[src/source/tcb_pkg.sv]
////////////////////////////////////////////////////////////
// TCB package
// width typedefs, size and status codes, fixed response
// delay of the tightly coupled bus
////////////////////////////////////////////////////////////

`default_nettype none

package tcb_pkg;

  ////////////////////////////////////////////////////////////
  // bus geometry
  ////////////////////////////////////////////////////////////

  // byte lanes in a data word
  localparam int unsigned TCB_BEN = 4;

  // response follows the transfer after this many cycles
  localparam int unsigned TCB_DLY = 1;

  // byte address
  typedef logic [31:0] tcb_adr_t;

  // data word, four byte lanes
  typedef logic [31:0] tcb_dat_t;

  // one enable bit per lane
  typedef logic [TCB_BEN-1:0] tcb_ben_t;

  ////////////////////////////////////////////////////////////
  // encodings
  ////////////////////////////////////////////////////////////

  // transfer size as log2 of the byte count
  // code 3 would be a doubleword, not on this bus
  typedef enum logic [1:0] {
    TCB_SIZ_BYTE = 2'd0,
    TCB_SIZ_HALF = 2'd1,
    TCB_SIZ_WORD = 2'd2
  } tcb_siz_t;

  // response status
  typedef enum logic {
    TCB_OKAY  = 1'b0,
    TCB_ERROR = 1'b1
  } tcb_sts_t;

endpackage : tcb_pkg

`default_nettype wire

[src/source/tcb_if.sv]
////////////////////////////////////////////////////////////
// TCB interface
// one request/response channel with manager and
// subordinate views
////////////////////////////////////////////////////////////

`timescale 1ns/10ps
`default_nettype none

interface tcb_if ();
  import tcb_pkg::*;

  // handshake
  logic     vld;
  logic     rdy;

  // request
  logic     wen;
  logic     ndn;
  tcb_siz_t siz;
  tcb_adr_t adr;
  // byte enables, zero in reference form
  tcb_ben_t ben;
  tcb_dat_t wdt;

  // response, valid TCB_DLY cycles after the transfer
  tcb_dat_t rdt;
  tcb_sts_t sts;

  // manager side drives the request
  modport man (
    output vld, wen, ndn, siz, adr, ben, wdt,
    input  rdy, rdt, sts
  );

  // subordinate side answers
  modport sub (
    input  vld, wen, ndn, siz, adr, ben, wdt,
    output rdy, rdt, sts
  );

endinterface : tcb_if

`default_nettype wire

[src/source/tcb_misalign_guard.sv]
////////////////////////////////////////////////////////////
// TCB misalignment guard
// blocks writes of misaligned transfers and answers them
// with error status and zero data
////////////////////////////////////////////////////////////

`timescale 1ns/10ps
`default_nettype none

module tcb_misalign_guard (
  input  logic clk,
  input  logic arst_n,
  // misaligned flag from the converter
  input  logic mal,
  tcb_if.sub   sub,
  tcb_if.man   man
);
  import tcb_pkg::*;

  // error flags in flight, oldest at the top
  logic [TCB_DLY-1:0] err_dly;
  logic               err_trn;
  logic               err_rsp;

  ////////////////////////////////////////////////////////////
  // request
  ////////////////////////////////////////////////////////////

  assign man.vld = sub.vld;
  // misaligned access must leave memory untouched
  assign man.wen = sub.wen & ~mal;
  assign man.ben = mal ? '0 : sub.ben;
  assign man.ndn = sub.ndn;
  assign man.siz = sub.siz;
  assign man.adr = sub.adr;
  assign man.wdt = sub.wdt;

  ////////////////////////////////////////////////////////////
  // response
  ////////////////////////////////////////////////////////////

  // only an accepted misaligned transfer answers with an error
  assign err_trn = sub.vld & man.rdy & mal;

  always_ff @(posedge clk or negedge arst_n) begin
    if (!arst_n) begin
      err_dly <= '0;
    end else begin
      err_dly <= TCB_DLY'({err_dly, err_trn});
    end
  end

  assign err_rsp = err_dly[TCB_DLY-1];

  // replace the memory answer
  assign sub.rdt = err_rsp ? '0 : man.rdt;
  assign sub.sts = err_rsp ? TCB_ERROR : man.sts;
  assign sub.rdy = man.rdy;

endmodule : tcb_misalign_guard

`default_nettype wire

[src/flat_wrapper.sv]
// flat-port wrapper written by rule: the top's interface ports become plain ports
module tcb_misalign_guard_flat import tcb_pkg::*;
  (clk, arst_n, mal, sub_vld, sub_wen, sub_ndn, sub_siz, sub_adr, sub_ben, sub_wdt, sub_rdy, sub_rdt, sub_sts, man_vld, man_wen, man_ndn, man_siz, man_adr, man_ben, man_wdt, man_rdy, man_rdt, man_sts);
  tcb_if sub_i ();
  tcb_if man_i ();
  input  logic clk;
  input  logic arst_n;
  input  logic mal;
  input wire logic [$bits(sub_i.vld)-1:0] sub_vld;
  input wire logic [$bits(sub_i.wen)-1:0] sub_wen;
  input wire logic [$bits(sub_i.ndn)-1:0] sub_ndn;
  input wire logic [$bits(sub_i.siz)-1:0] sub_siz;
  input wire logic [$bits(sub_i.adr)-1:0] sub_adr;
  input wire logic [$bits(sub_i.ben)-1:0] sub_ben;
  input wire logic [$bits(sub_i.wdt)-1:0] sub_wdt;
  output wire logic [$bits(sub_i.rdy)-1:0] sub_rdy;
  output wire logic [$bits(sub_i.rdt)-1:0] sub_rdt;
  output wire logic [$bits(sub_i.sts)-1:0] sub_sts;
  output wire logic [$bits(man_i.vld)-1:0] man_vld;
  output wire logic [$bits(man_i.wen)-1:0] man_wen;
  output wire logic [$bits(man_i.ndn)-1:0] man_ndn;
  output wire logic [$bits(man_i.siz)-1:0] man_siz;
  output wire logic [$bits(man_i.adr)-1:0] man_adr;
  output wire logic [$bits(man_i.ben)-1:0] man_ben;
  output wire logic [$bits(man_i.wdt)-1:0] man_wdt;
  input wire logic [$bits(man_i.rdy)-1:0] man_rdy;
  input wire logic [$bits(man_i.rdt)-1:0] man_rdt;
  input wire logic [$bits(man_i.sts)-1:0] man_sts;
  assign sub_i.vld = sub_vld;
  assign sub_i.wen = sub_wen;
  assign sub_i.ndn = sub_ndn;
  assign sub_i.siz = sub_siz;
  assign sub_i.adr = sub_adr;
  assign sub_i.ben = sub_ben;
  assign sub_i.wdt = sub_wdt;
  assign sub_rdy = sub_i.rdy;
  assign sub_rdt = sub_i.rdt;
  assign sub_sts = sub_i.sts;
  assign man_vld = man_i.vld;
  assign man_wen = man_i.wen;
  assign man_ndn = man_i.ndn;
  assign man_siz = man_i.siz;
  assign man_adr = man_i.adr;
  assign man_ben = man_i.ben;
  assign man_wdt = man_i.wdt;
  assign man_i.rdy = man_rdy;
  assign man_i.rdt = man_rdt;
  assign man_i.sts = man_sts;
  tcb_misalign_guard u_core (.clk(clk), .arst_n(arst_n), .mal(mal), .sub(sub_i), .man(man_i));
endmodule
[config.mk]
export PLATFORM = sky130hd
export DESIGN_NAME = tcb_misalign_guard_flat
export DESIGN_NICKNAME = d
export VERILOG_FILES = /design/src/source/tcb_pkg.sv /design/src/source/tcb_if.sv /design/src/source/tcb_misalign_guard.sv /design/src/flat_wrapper.sv
export SDC_FILE = /design/constraint.sdc
export NUM_CORES = 1
export LEC_CHECK = 0
export BUFFER_PORTS_ARGS = -buffer_cell sky130_fd_sc_hd__buf_2
export CORE_AREA = 2 2 85 87
export DETAILED_ROUTE_END_ITERATION = 8
export DIE_AREA = 0 0 87 89
export PLACE_DENSITY_LB_ADDON = 0.05
export SLEW_MARGIN = 20
export SYNTH_ARGS = -nofsm -noshare
export SYNTH_HDL_FRONTEND = slang
export SYNTH_SLANG_ARGS = --single-unit
[constraint.sdc]
create_clock -name clk -period 2.73 [get_ports clk]
set_clock_uncertainty 0.15 [all_clocks]
set_input_delay 0.1365 -clock clk [delete_from_list [all_inputs] [get_ports clk]]
set_output_delay 0.1365 -clock clk [all_outputs]
set_load 0.1 [all_outputs]
==> flow_summary.yaml, run 1 <==
run_status:
  run_status: "completed"
die:
  dieHeight_um: 89
  start_util: 0.120
  die_w_um: 87
  num_rows: 30
  io-pin-count: 217
  core_um2: 6720
  die_area_um2: 7740
power:
  power.total_mw: 0.394
  vdd_drop_max_mv: 0.0757
  p_leak_nw: 0.459
  power_density_nw_per_um2: 494
worst_setup_path:
  startpoint: "u_core.err_dly$_DFF_PN0_"
  worstPathArrival_ns: 1.45
  crit_type: "reg -> out"
  crit_chain: "buf_4, nor2b_1, buf_2"
  crit_family: "buffers and inverters"
  cp_data_required_time_ns: 2.44
  cpMaxStageDelayCell: "dfrtp_1"
  start_kind: "flop"
  cpPeakStageDelay_ns: 0.57
  worstSetupEndpointType: "output pin"
  crit_buf_inv: 2
  worst-path-max-fanout: 20
timing:
  slew_headroom: 0.605
  worst_pin_slew_ns: 0.593
  fmax_ghz: 0.575
  tns_ns: 0
  period_needed_ns: 1.74
  final_hold_viol_count: 0
  finalMaxSlewViolations: 0
  fin_hold_ws_ns: 0.123
  rsz0062_at_grt: "false"
  setup_viol: 0
  period_share: 0.637
  finalWorstSetupSlack_ns: 0.990
run:
  cap_violations: 0
cts:
  clk_pin_slew_ns: 0
  cts_resized: 0
final_layout:
  multi_input_area_um2: 244
  top_regs: "u_core.err_dly: 1 flops"
  postLayoutCoreUtil: 0.119
  syn_to_final_growth_pct: -1.39
  instances_no_fill: 204
  fin_area_um2: 797
  drive_gt1_frac: 0.669
  top_register: "u_core.err_dly"
  ff_latch_area_um2: 25.0
  antenna_cells: 0
  fillers: 771
  finalNetCount: 236
  largest_register_ffs: 1
synthesis:
  ys_seq_area_frac: 0.0310
  yosysTopAreaCell: "buf_4"
  syn_avg_cell_area_um2: 7.22
  synth_top_area_share: 0.641
  syn_area_um2: 808
  synthCells: 112
  ys_seq_elements: 1
  synth_area_leaders: "buf_4, nor2b_1, dfrtp_1, buf_6, buf_2"
  yosysWarningCount: 0
  syn-num-nets: 222
  synth_cell_types: 7
global_routing:
  grt.overflow.total: 0
  grt_pass1_wl_mm: 3.29
  grt_usage: 0.0559
  grt_max_degree: 21
  antenna_found_initial: 0
  grt_pass1_vias: 624
placement:
  gp_congestion: 0.765
  portBuffers: 82
  dpl_cell_area_um2: 787
  post-dp-hpwl_mm: 2.56
  dp_slack_ns: 0.962
  placedCellCount: 203
worst_hold_path:
  holdPathEnd: "man_adr[15]"
  hold_path_depth: 0
  min_from: "sub_adr[15]"
  hold_class: "in -> out"
routing:
  drtPass1Iterations: 2
  routed_wirelength_mm: 2.84
  drc_errors: 0
  vias: 677
  vias_per_cell: 3.32
  ant_nets: 0
  wire_per_inst_um: 13.9
  first_iter_violations: 10
==> layout make-up <==
class | count | share of cell area
well taps | 80 | 0.126
multi-input cells | 39 | 0.306
flip-flops and latches | 1 | 0.0314
repair buffers | 84 | 0.537
==> cell usage in the layout (no fill, tap or decap) <==
| master | netlist | routed |
|---|---|---|
| buf_4 | 69 | 1 |
| dfrtp_1 | 1 | 1 |
| or2_1 | 1 | 1 |
| buf_2 | 2 | 82 |
| nor2b_1 | 37 | 37 |
| dlygate4sd3_1 | 0 | 1 |
| and3_1 | 1 | 1 |
==> cells by family (layout without fill, tap and decap cells) <==
group | Yosys count | after routing | synth area share
buf+inv | 72 | 84 | 0.667
simple gates | 39 | 39 | 0.302
flops | 1 | 1 | 0.0310
==> what timing repair did <==
| item | in CTS | in global routing |
|---|---|---|
| endpoints found under the hold margin | 1 | 0 |
| buffers inserted | 0 | 0 |
| hold buffers | 1 | 0 |
==> cell usage after synthesis, drive strengths merged <==
cell type / instances
and3: 1
buf: 72
dfrtp: 1
nor2b: 37
or2: 1
==> worst max-delay path by stage <==
stage | end | slack, ns | cells past startpoint
floorplan | sub_rdt[10] | 0.51 | 2
global placement | sub_rdt[12] | 0.99 | 3
detailed placement | sub_rdt[11] | 0.96 | 3
CTS | sub_rdt[11] | 0.96 | 3
global route | sub_rdt[10] | 0.89 | 3
finish | sub_rdt[10] | 0.99 | 3
==> metal layers <==
layer,up-vias,global-route usage,part of all wire
met5,-,0,0
met4,0,0.0341,0.057
met3,28,0.0416,0.23
met2,101,0.107,0.46
met1,259,0.0373,0.25
li1,289,-,-
==> power by group <==
group	switching [mW]	total, mW	internal (mW)	leakage, nW
registers	0.00307	0.0187	0.0156	0.0135
logic	0.313	0.375	0.0619	0.446
clock network	0	0	0	0
total	0.316	0.394	0.0775	0.459
Note: power is estimated with default switching activity, not from simulation.
==> run 2, diff against run 1 <==
ABC_AREA = 1   (was unset)
CORE_AREA = 2 2 84 86   (was 2 2 85 87)
DIE_AREA = 0 0 86 88   (was 0 0 87 89)
clock period = 1.8 ns   (was 2.73 ns; I/O delays follow)
==> flow_summary.yaml, run 2 <==
synthesis:
  synthTopCellsByCount: "buf_4, inv_1, nor2_1, nor2_2, nor2_4"
  yosysMostFrequentCell: "buf_4"
  ys.flop_type: "dfrtp_1"
  yosysWarningCount: 0
  synth_top_area_share: 0.551
  yosysTopAreaCell: "buf_4"
  syn_area_um2: 940
  synthArstFlopShare: 1.00
  ys_seq_area_frac: 0.0266
  synth_area_leaders: "buf_4, inv_1, nor2_1, nor2_4, nor2_2"
  syn_avg_cell_area_um2: 6.18
  ys_seq_elements: 1
  synthCells: 152
  synth_cell_types: 10
  synth_edf_count: 0
  syn-num-nets: 262
cts:
  clk_pin_slew_ns: 0
  cts_resized: 0
  postCtsSetupRepairBufs: 0
final_layout:
  finalNetCount: 275
  largest_register_ffs: 1
  instances_no_fill: 243
  postLayoutCoreUtil: 0.137
  fin_area_um2: 913
  final_common_cell: "buf_2"
  antenna_cells: 0
  top_regs: "u_core.err_dly: 1 flops"
  syn_to_final_growth_pct: -2.80
  layout_common_cells: "buf_2, inv_1, nor2_1, nor2_2, nor2_4"
  fillers: 774
  top_register: "u_core.err_dly"
  drive_gt1_frac: 0.583
global_routing:
  grt.overflow.total: 0
  grt_usage: 0.0572
  grt_max_degree: 34
  antenna_found_initial: 0
  grt_pass1_wl_mm: 3.39
  grt_pass1_vias: 633
placement:
  portBuffers: 82
  gp_congestion: 0.696
  post-dp-hpwl_mm: 2.44
  placedCellCount: 242
  dpl_cell_area_um2: 903
timing:
  tns_ns: 0
  period_needed_ns: 1.44
  setup_viol: 0
  period_share: 0.797
  final_hold_viol_count: 0
  rsz0062_at_grt: "false"
  slew_headroom: 0.663
  fmax_ghz: 0.697
  worst_pin_slew_ns: 0.509
  finalMaxSlewViolations: 0
worst_setup_path:
  crit_type: "reg -> out"
  startpoint: "u_core.err_dly$_DFF_PN0_"
  start_kind: "flop"
  crit_family: "buffers and inverters"
  crit_chain: "buf_4, nor2_1, buf_2"
  crit_buf_inv: 2
  path_depth: 3
  cp_data_required_time_ns: 1.56
  worstSetupEndpointType: "output pin"
  worst-path-max-fanout: 33
  cpPeakStageDelay_ns: 0.43
  worstPathArrival_ns: 1.20
  cpMaxStageDelayCell: "buf_2"
die:
  start_util: 0.141
  core_um2: 6640
  dieHeight_um: 88
  die_w_um: 86
  io-pin-count: 217
  num_rows: 30
  die_area_um2: 7570
routing:
  drc_errors: 0
  routed_wirelength_mm: 2.69
  first_iter_violations: 3
  vias: 747
  drtPass1Iterations: 4
  vias_per_cell: 3.07
  ant_nets: 0
  wire_per_inst_um: 11.1
worst_hold_path:
  hold_class: "in -> out"
  holdPathEnd: "man_adr[12]"
  min_from: "sub_adr[12]"
  hold_path_depth: 0
power:
  p_leak_nw: 0.661
  vdd_drop_max_mv: 0.159
  power_density_nw_per_um2: 671
run_status:
  run_status: "completed"
run:
  cap_violations: 0
## run 2: changes by cell type after synthesis, sizes merged
| cell | previous run | this run |
|---|---|---|
| nor2b | 37 | 0 |
| and3 | 1 | 0 |
| nand2 | 0 | 1 |
| inv | 0 | 38 |
| nor2 | 0 | 38 |
| buf | 72 | 73 |
## run 2: where the power goes
group          total (mW)  switching [mW]  internal, mW
clock                   0               0             0
sequential         0.0239        0.000189        0.0237
combinational       0.589           0.492        0.0972
## run 2: final cells by class
cell class                      count  area, um2  area share
Inverter                           38        143       0.156
Tap cell                           80        100       0.110
Multi-Input combinational cell     40        203       0.222
Timing Repair Buffer               84        443       0.485
Sequential cell                     1       25.0      0.0274
## run 2: worst max path at each step
stage                             end  slack [ns]
after floorplan           sub_rdt[12]       -0.31
after global placement    sub_rdt[10]        0.36
after detailed placement  sub_rdt[22]        0.35
after CTS                 sub_rdt[22]        0.35
after global routing       sub_rdt[0]        0.28
final                     sub_rdt[24]        0.36
## run 2: metal layers
metal | track usage | vias to the layer above | routed length (um)
li1 | - | 367 | -
met1 | 0.0307 | 300 | 543
met2 | 0.132 | 64 | 1690
met3 | 0.0245 | 16 | 334
met4 | 0.0361 | 0 | 122
met5 | 0 | - | 0
## run 2: kinds of logic after synthesis
logic type	after synthesis	share of synthesized area
DFF	1	0.0266
buffers and inverters	111	0.760
and+or+nand+nor	40	0.213
## run 2: per-stage QoR
step,total power [mW],hold slack (ns),setup WS [ns]
finish,0.613,0.0300,0.365
global route,0.632,0.0302,0.285
CTS,0.618,0.0307,0.350
detailed placement,0.615,-0.282,0.354
global placement,0.618,-0.282,0.363
floorplan,1.22,-0.356,-0.315
## run 2: repair_timing
action | in CTS | in global routing
endpoints found under the hold margin | 1 | 0
hold buffers | 1 | 0
endpoints found under the setup margin | 0 | 0
==> run 3, diff against run 2 <==
CORE_AREA = 2 2 83 85   (was 2 2 84 86)
DIE_AREA = 0 0 85 87   (was 0 0 86 88)
clock period = 1.2 ns   (was 1.8 ns; I/O delays follow)
==> flow_summary.yaml, run 3 (synthesis results as in run 2) <==
global_routing:
  grt_usage: 0.0685
  antenna_found_initial: 0
  grt_max_degree: 11
  grt.overflow.total: 0
  grt_pass1_vias: 797
  grt_pass1_wl_mm: 4.22
routing:
  wire_per_inst_um: 11.3
  vias_per_cell: 3.32
  routed_wirelength_mm: 2.77
  drtPass1Iterations: 3
  first_iter_violations: 9
  ant_nets: 0
  vias: 817
  drc_errors: 0
timing:
  setup_viol: 0
  finalMaxSlewViolations: 0
  final_hold_viol_count: 67
  slew_headroom: 0.679
  period_share: 0.996
  rsz0062_at_grt: "true"
  worst_pin_slew_ns: 0.484
  fin_hold_ws_ns: -0.0300
  period_needed_ns: 1.20
  fmax_ghz: 0.837
final_layout:
  syn_to_final_growth_pct: 84.4
  top_regs: "u_core.err_dly: 1 flops"
  fillers: 693
  finalNetCount: 278
  top_register: "u_core.err_dly"
  final_common_cell: "buf_2"
  postLayoutCoreUtil: 0.264
  ff_latch_area_um2: 28.8
  largest_register_ffs: 1
  drive_gt1_frac: 0.753
  antenna_cells: 0
  multi_input_area_um2: 408
  layout_common_cells: "buf_2, buf_12, inv_1, nor2_4, nor2_2"
worst_setup_path:
  worstPathArrival_ns: 0.99
  worst-path-max-fanout: 10
  crit_chain: "buf_12, nor2_4, buf_12"
  cpPeakStageDelay_ns: 0.51
  critPathMostFrequentCell: "buf_12"
  worstSetupEndpointType: "output pin"
  cpMaxStageDelayCell: "dfrtp_4"
  cp_data_required_time_ns: 0.99
  crit_type: "reg -> out"
  start_kind: "flop"
placement:
  portBuffers: 82
  post-dp-hpwl_mm: 2.57
  gp_congestion: 0.674
power:
  power_density_nw_per_um2: 763
  power.total_mw: 1.32
  p_leak_nw: 0.887
  vdd_drop_max_mv: 0.264
die:
  die_area_um2: 7400
  num_rows: 30
  io-pin-count: 217
  core_um2: 6570
  start_util: 0.143
  dieHeight_um: 87
  die_w_um: 85
run:
  cap_violations: 0
cts:
  clk_pin_slew_ns: 0
  holdBufCountCts: 1
run_status:
  violations: "hold timing"
  run_status: "complete, but fails checks"
worst_hold_path:
  hold_class: "in -> out"
[run 3: what timing repair did]
action / 4_1_cts / 5_1_grt
setup buffers: 0 / 0
setup endpoints to repair: 13 / 30
endpoints found under the hold margin: 68 / 67
resized for setup: 0 / 3
[run 3: worst max-delay path: cells and delay by family (launching register included)]
| family | cells | cell delay [ns] |
|---|---|---|
| flops | 1 | 0.51 |
| buf+inv | 2 | 0.36 |
| simple gates | 1 | 0.11 |
[run 3: worst paths after layout]
kind	start	to	slack [ns]	cells past startpoint
min in group asynchronous	arst_n	u_core.err_dly$_DFF_PN0_	0.23	2
worst max-delay path	u_core.err_dly$_DFF_PN0_	sub_rdt[20]	0.005	3
max in group asynchronous	arst_n	u_core.err_dly$_DFF_PN0_	0.58	2
worst min-delay path	sub_adr[11]	man_adr[11]	-0.03	0
[run 3: layout make-up]
class / instances / share of cell area
multi-input cells: 40 / 0.235
flip-flops and latches: 1 / 0.0166
inverters: 38 / 0.0823
repair buffers: 87 / 0.608
well taps: 80 / 0.0578
[run 3: routing by layer]
metal  GRT usage  vias up  share of wire
li1            -      376              -
met1      0.0689      333           0.29
met2       0.121       90           0.51
met3      0.0360       18           0.16
met4      0.0245        0          0.040
met5           0        -              0
[run 3: power by group]
part           internal [mW]  switching [mW]
Sequential            0.0366         0.00381
Combinational          0.449           0.832
Clock                      0               0
[run 3: metrics by stage]
| step | setup WS (ns) | area [um2] | instances | setup TNS (ns) |
|---|---|---|---|---|
| after floorplan | -0.161 | 1160 | 152 | -4.19 |
| after global placement | -0.0251 | 1710 | 245 | -0.246 |
| after detailed placement | -0.0364 | 1710 | 245 | -0.361 |
| after CTS | -0.0371 | 1720 | 246 | -0.378 |
| after global routing | -0.0339 | 1730 | 246 | -0.494 |
| final | 0.00478 | 1730 | 246 | 0 |
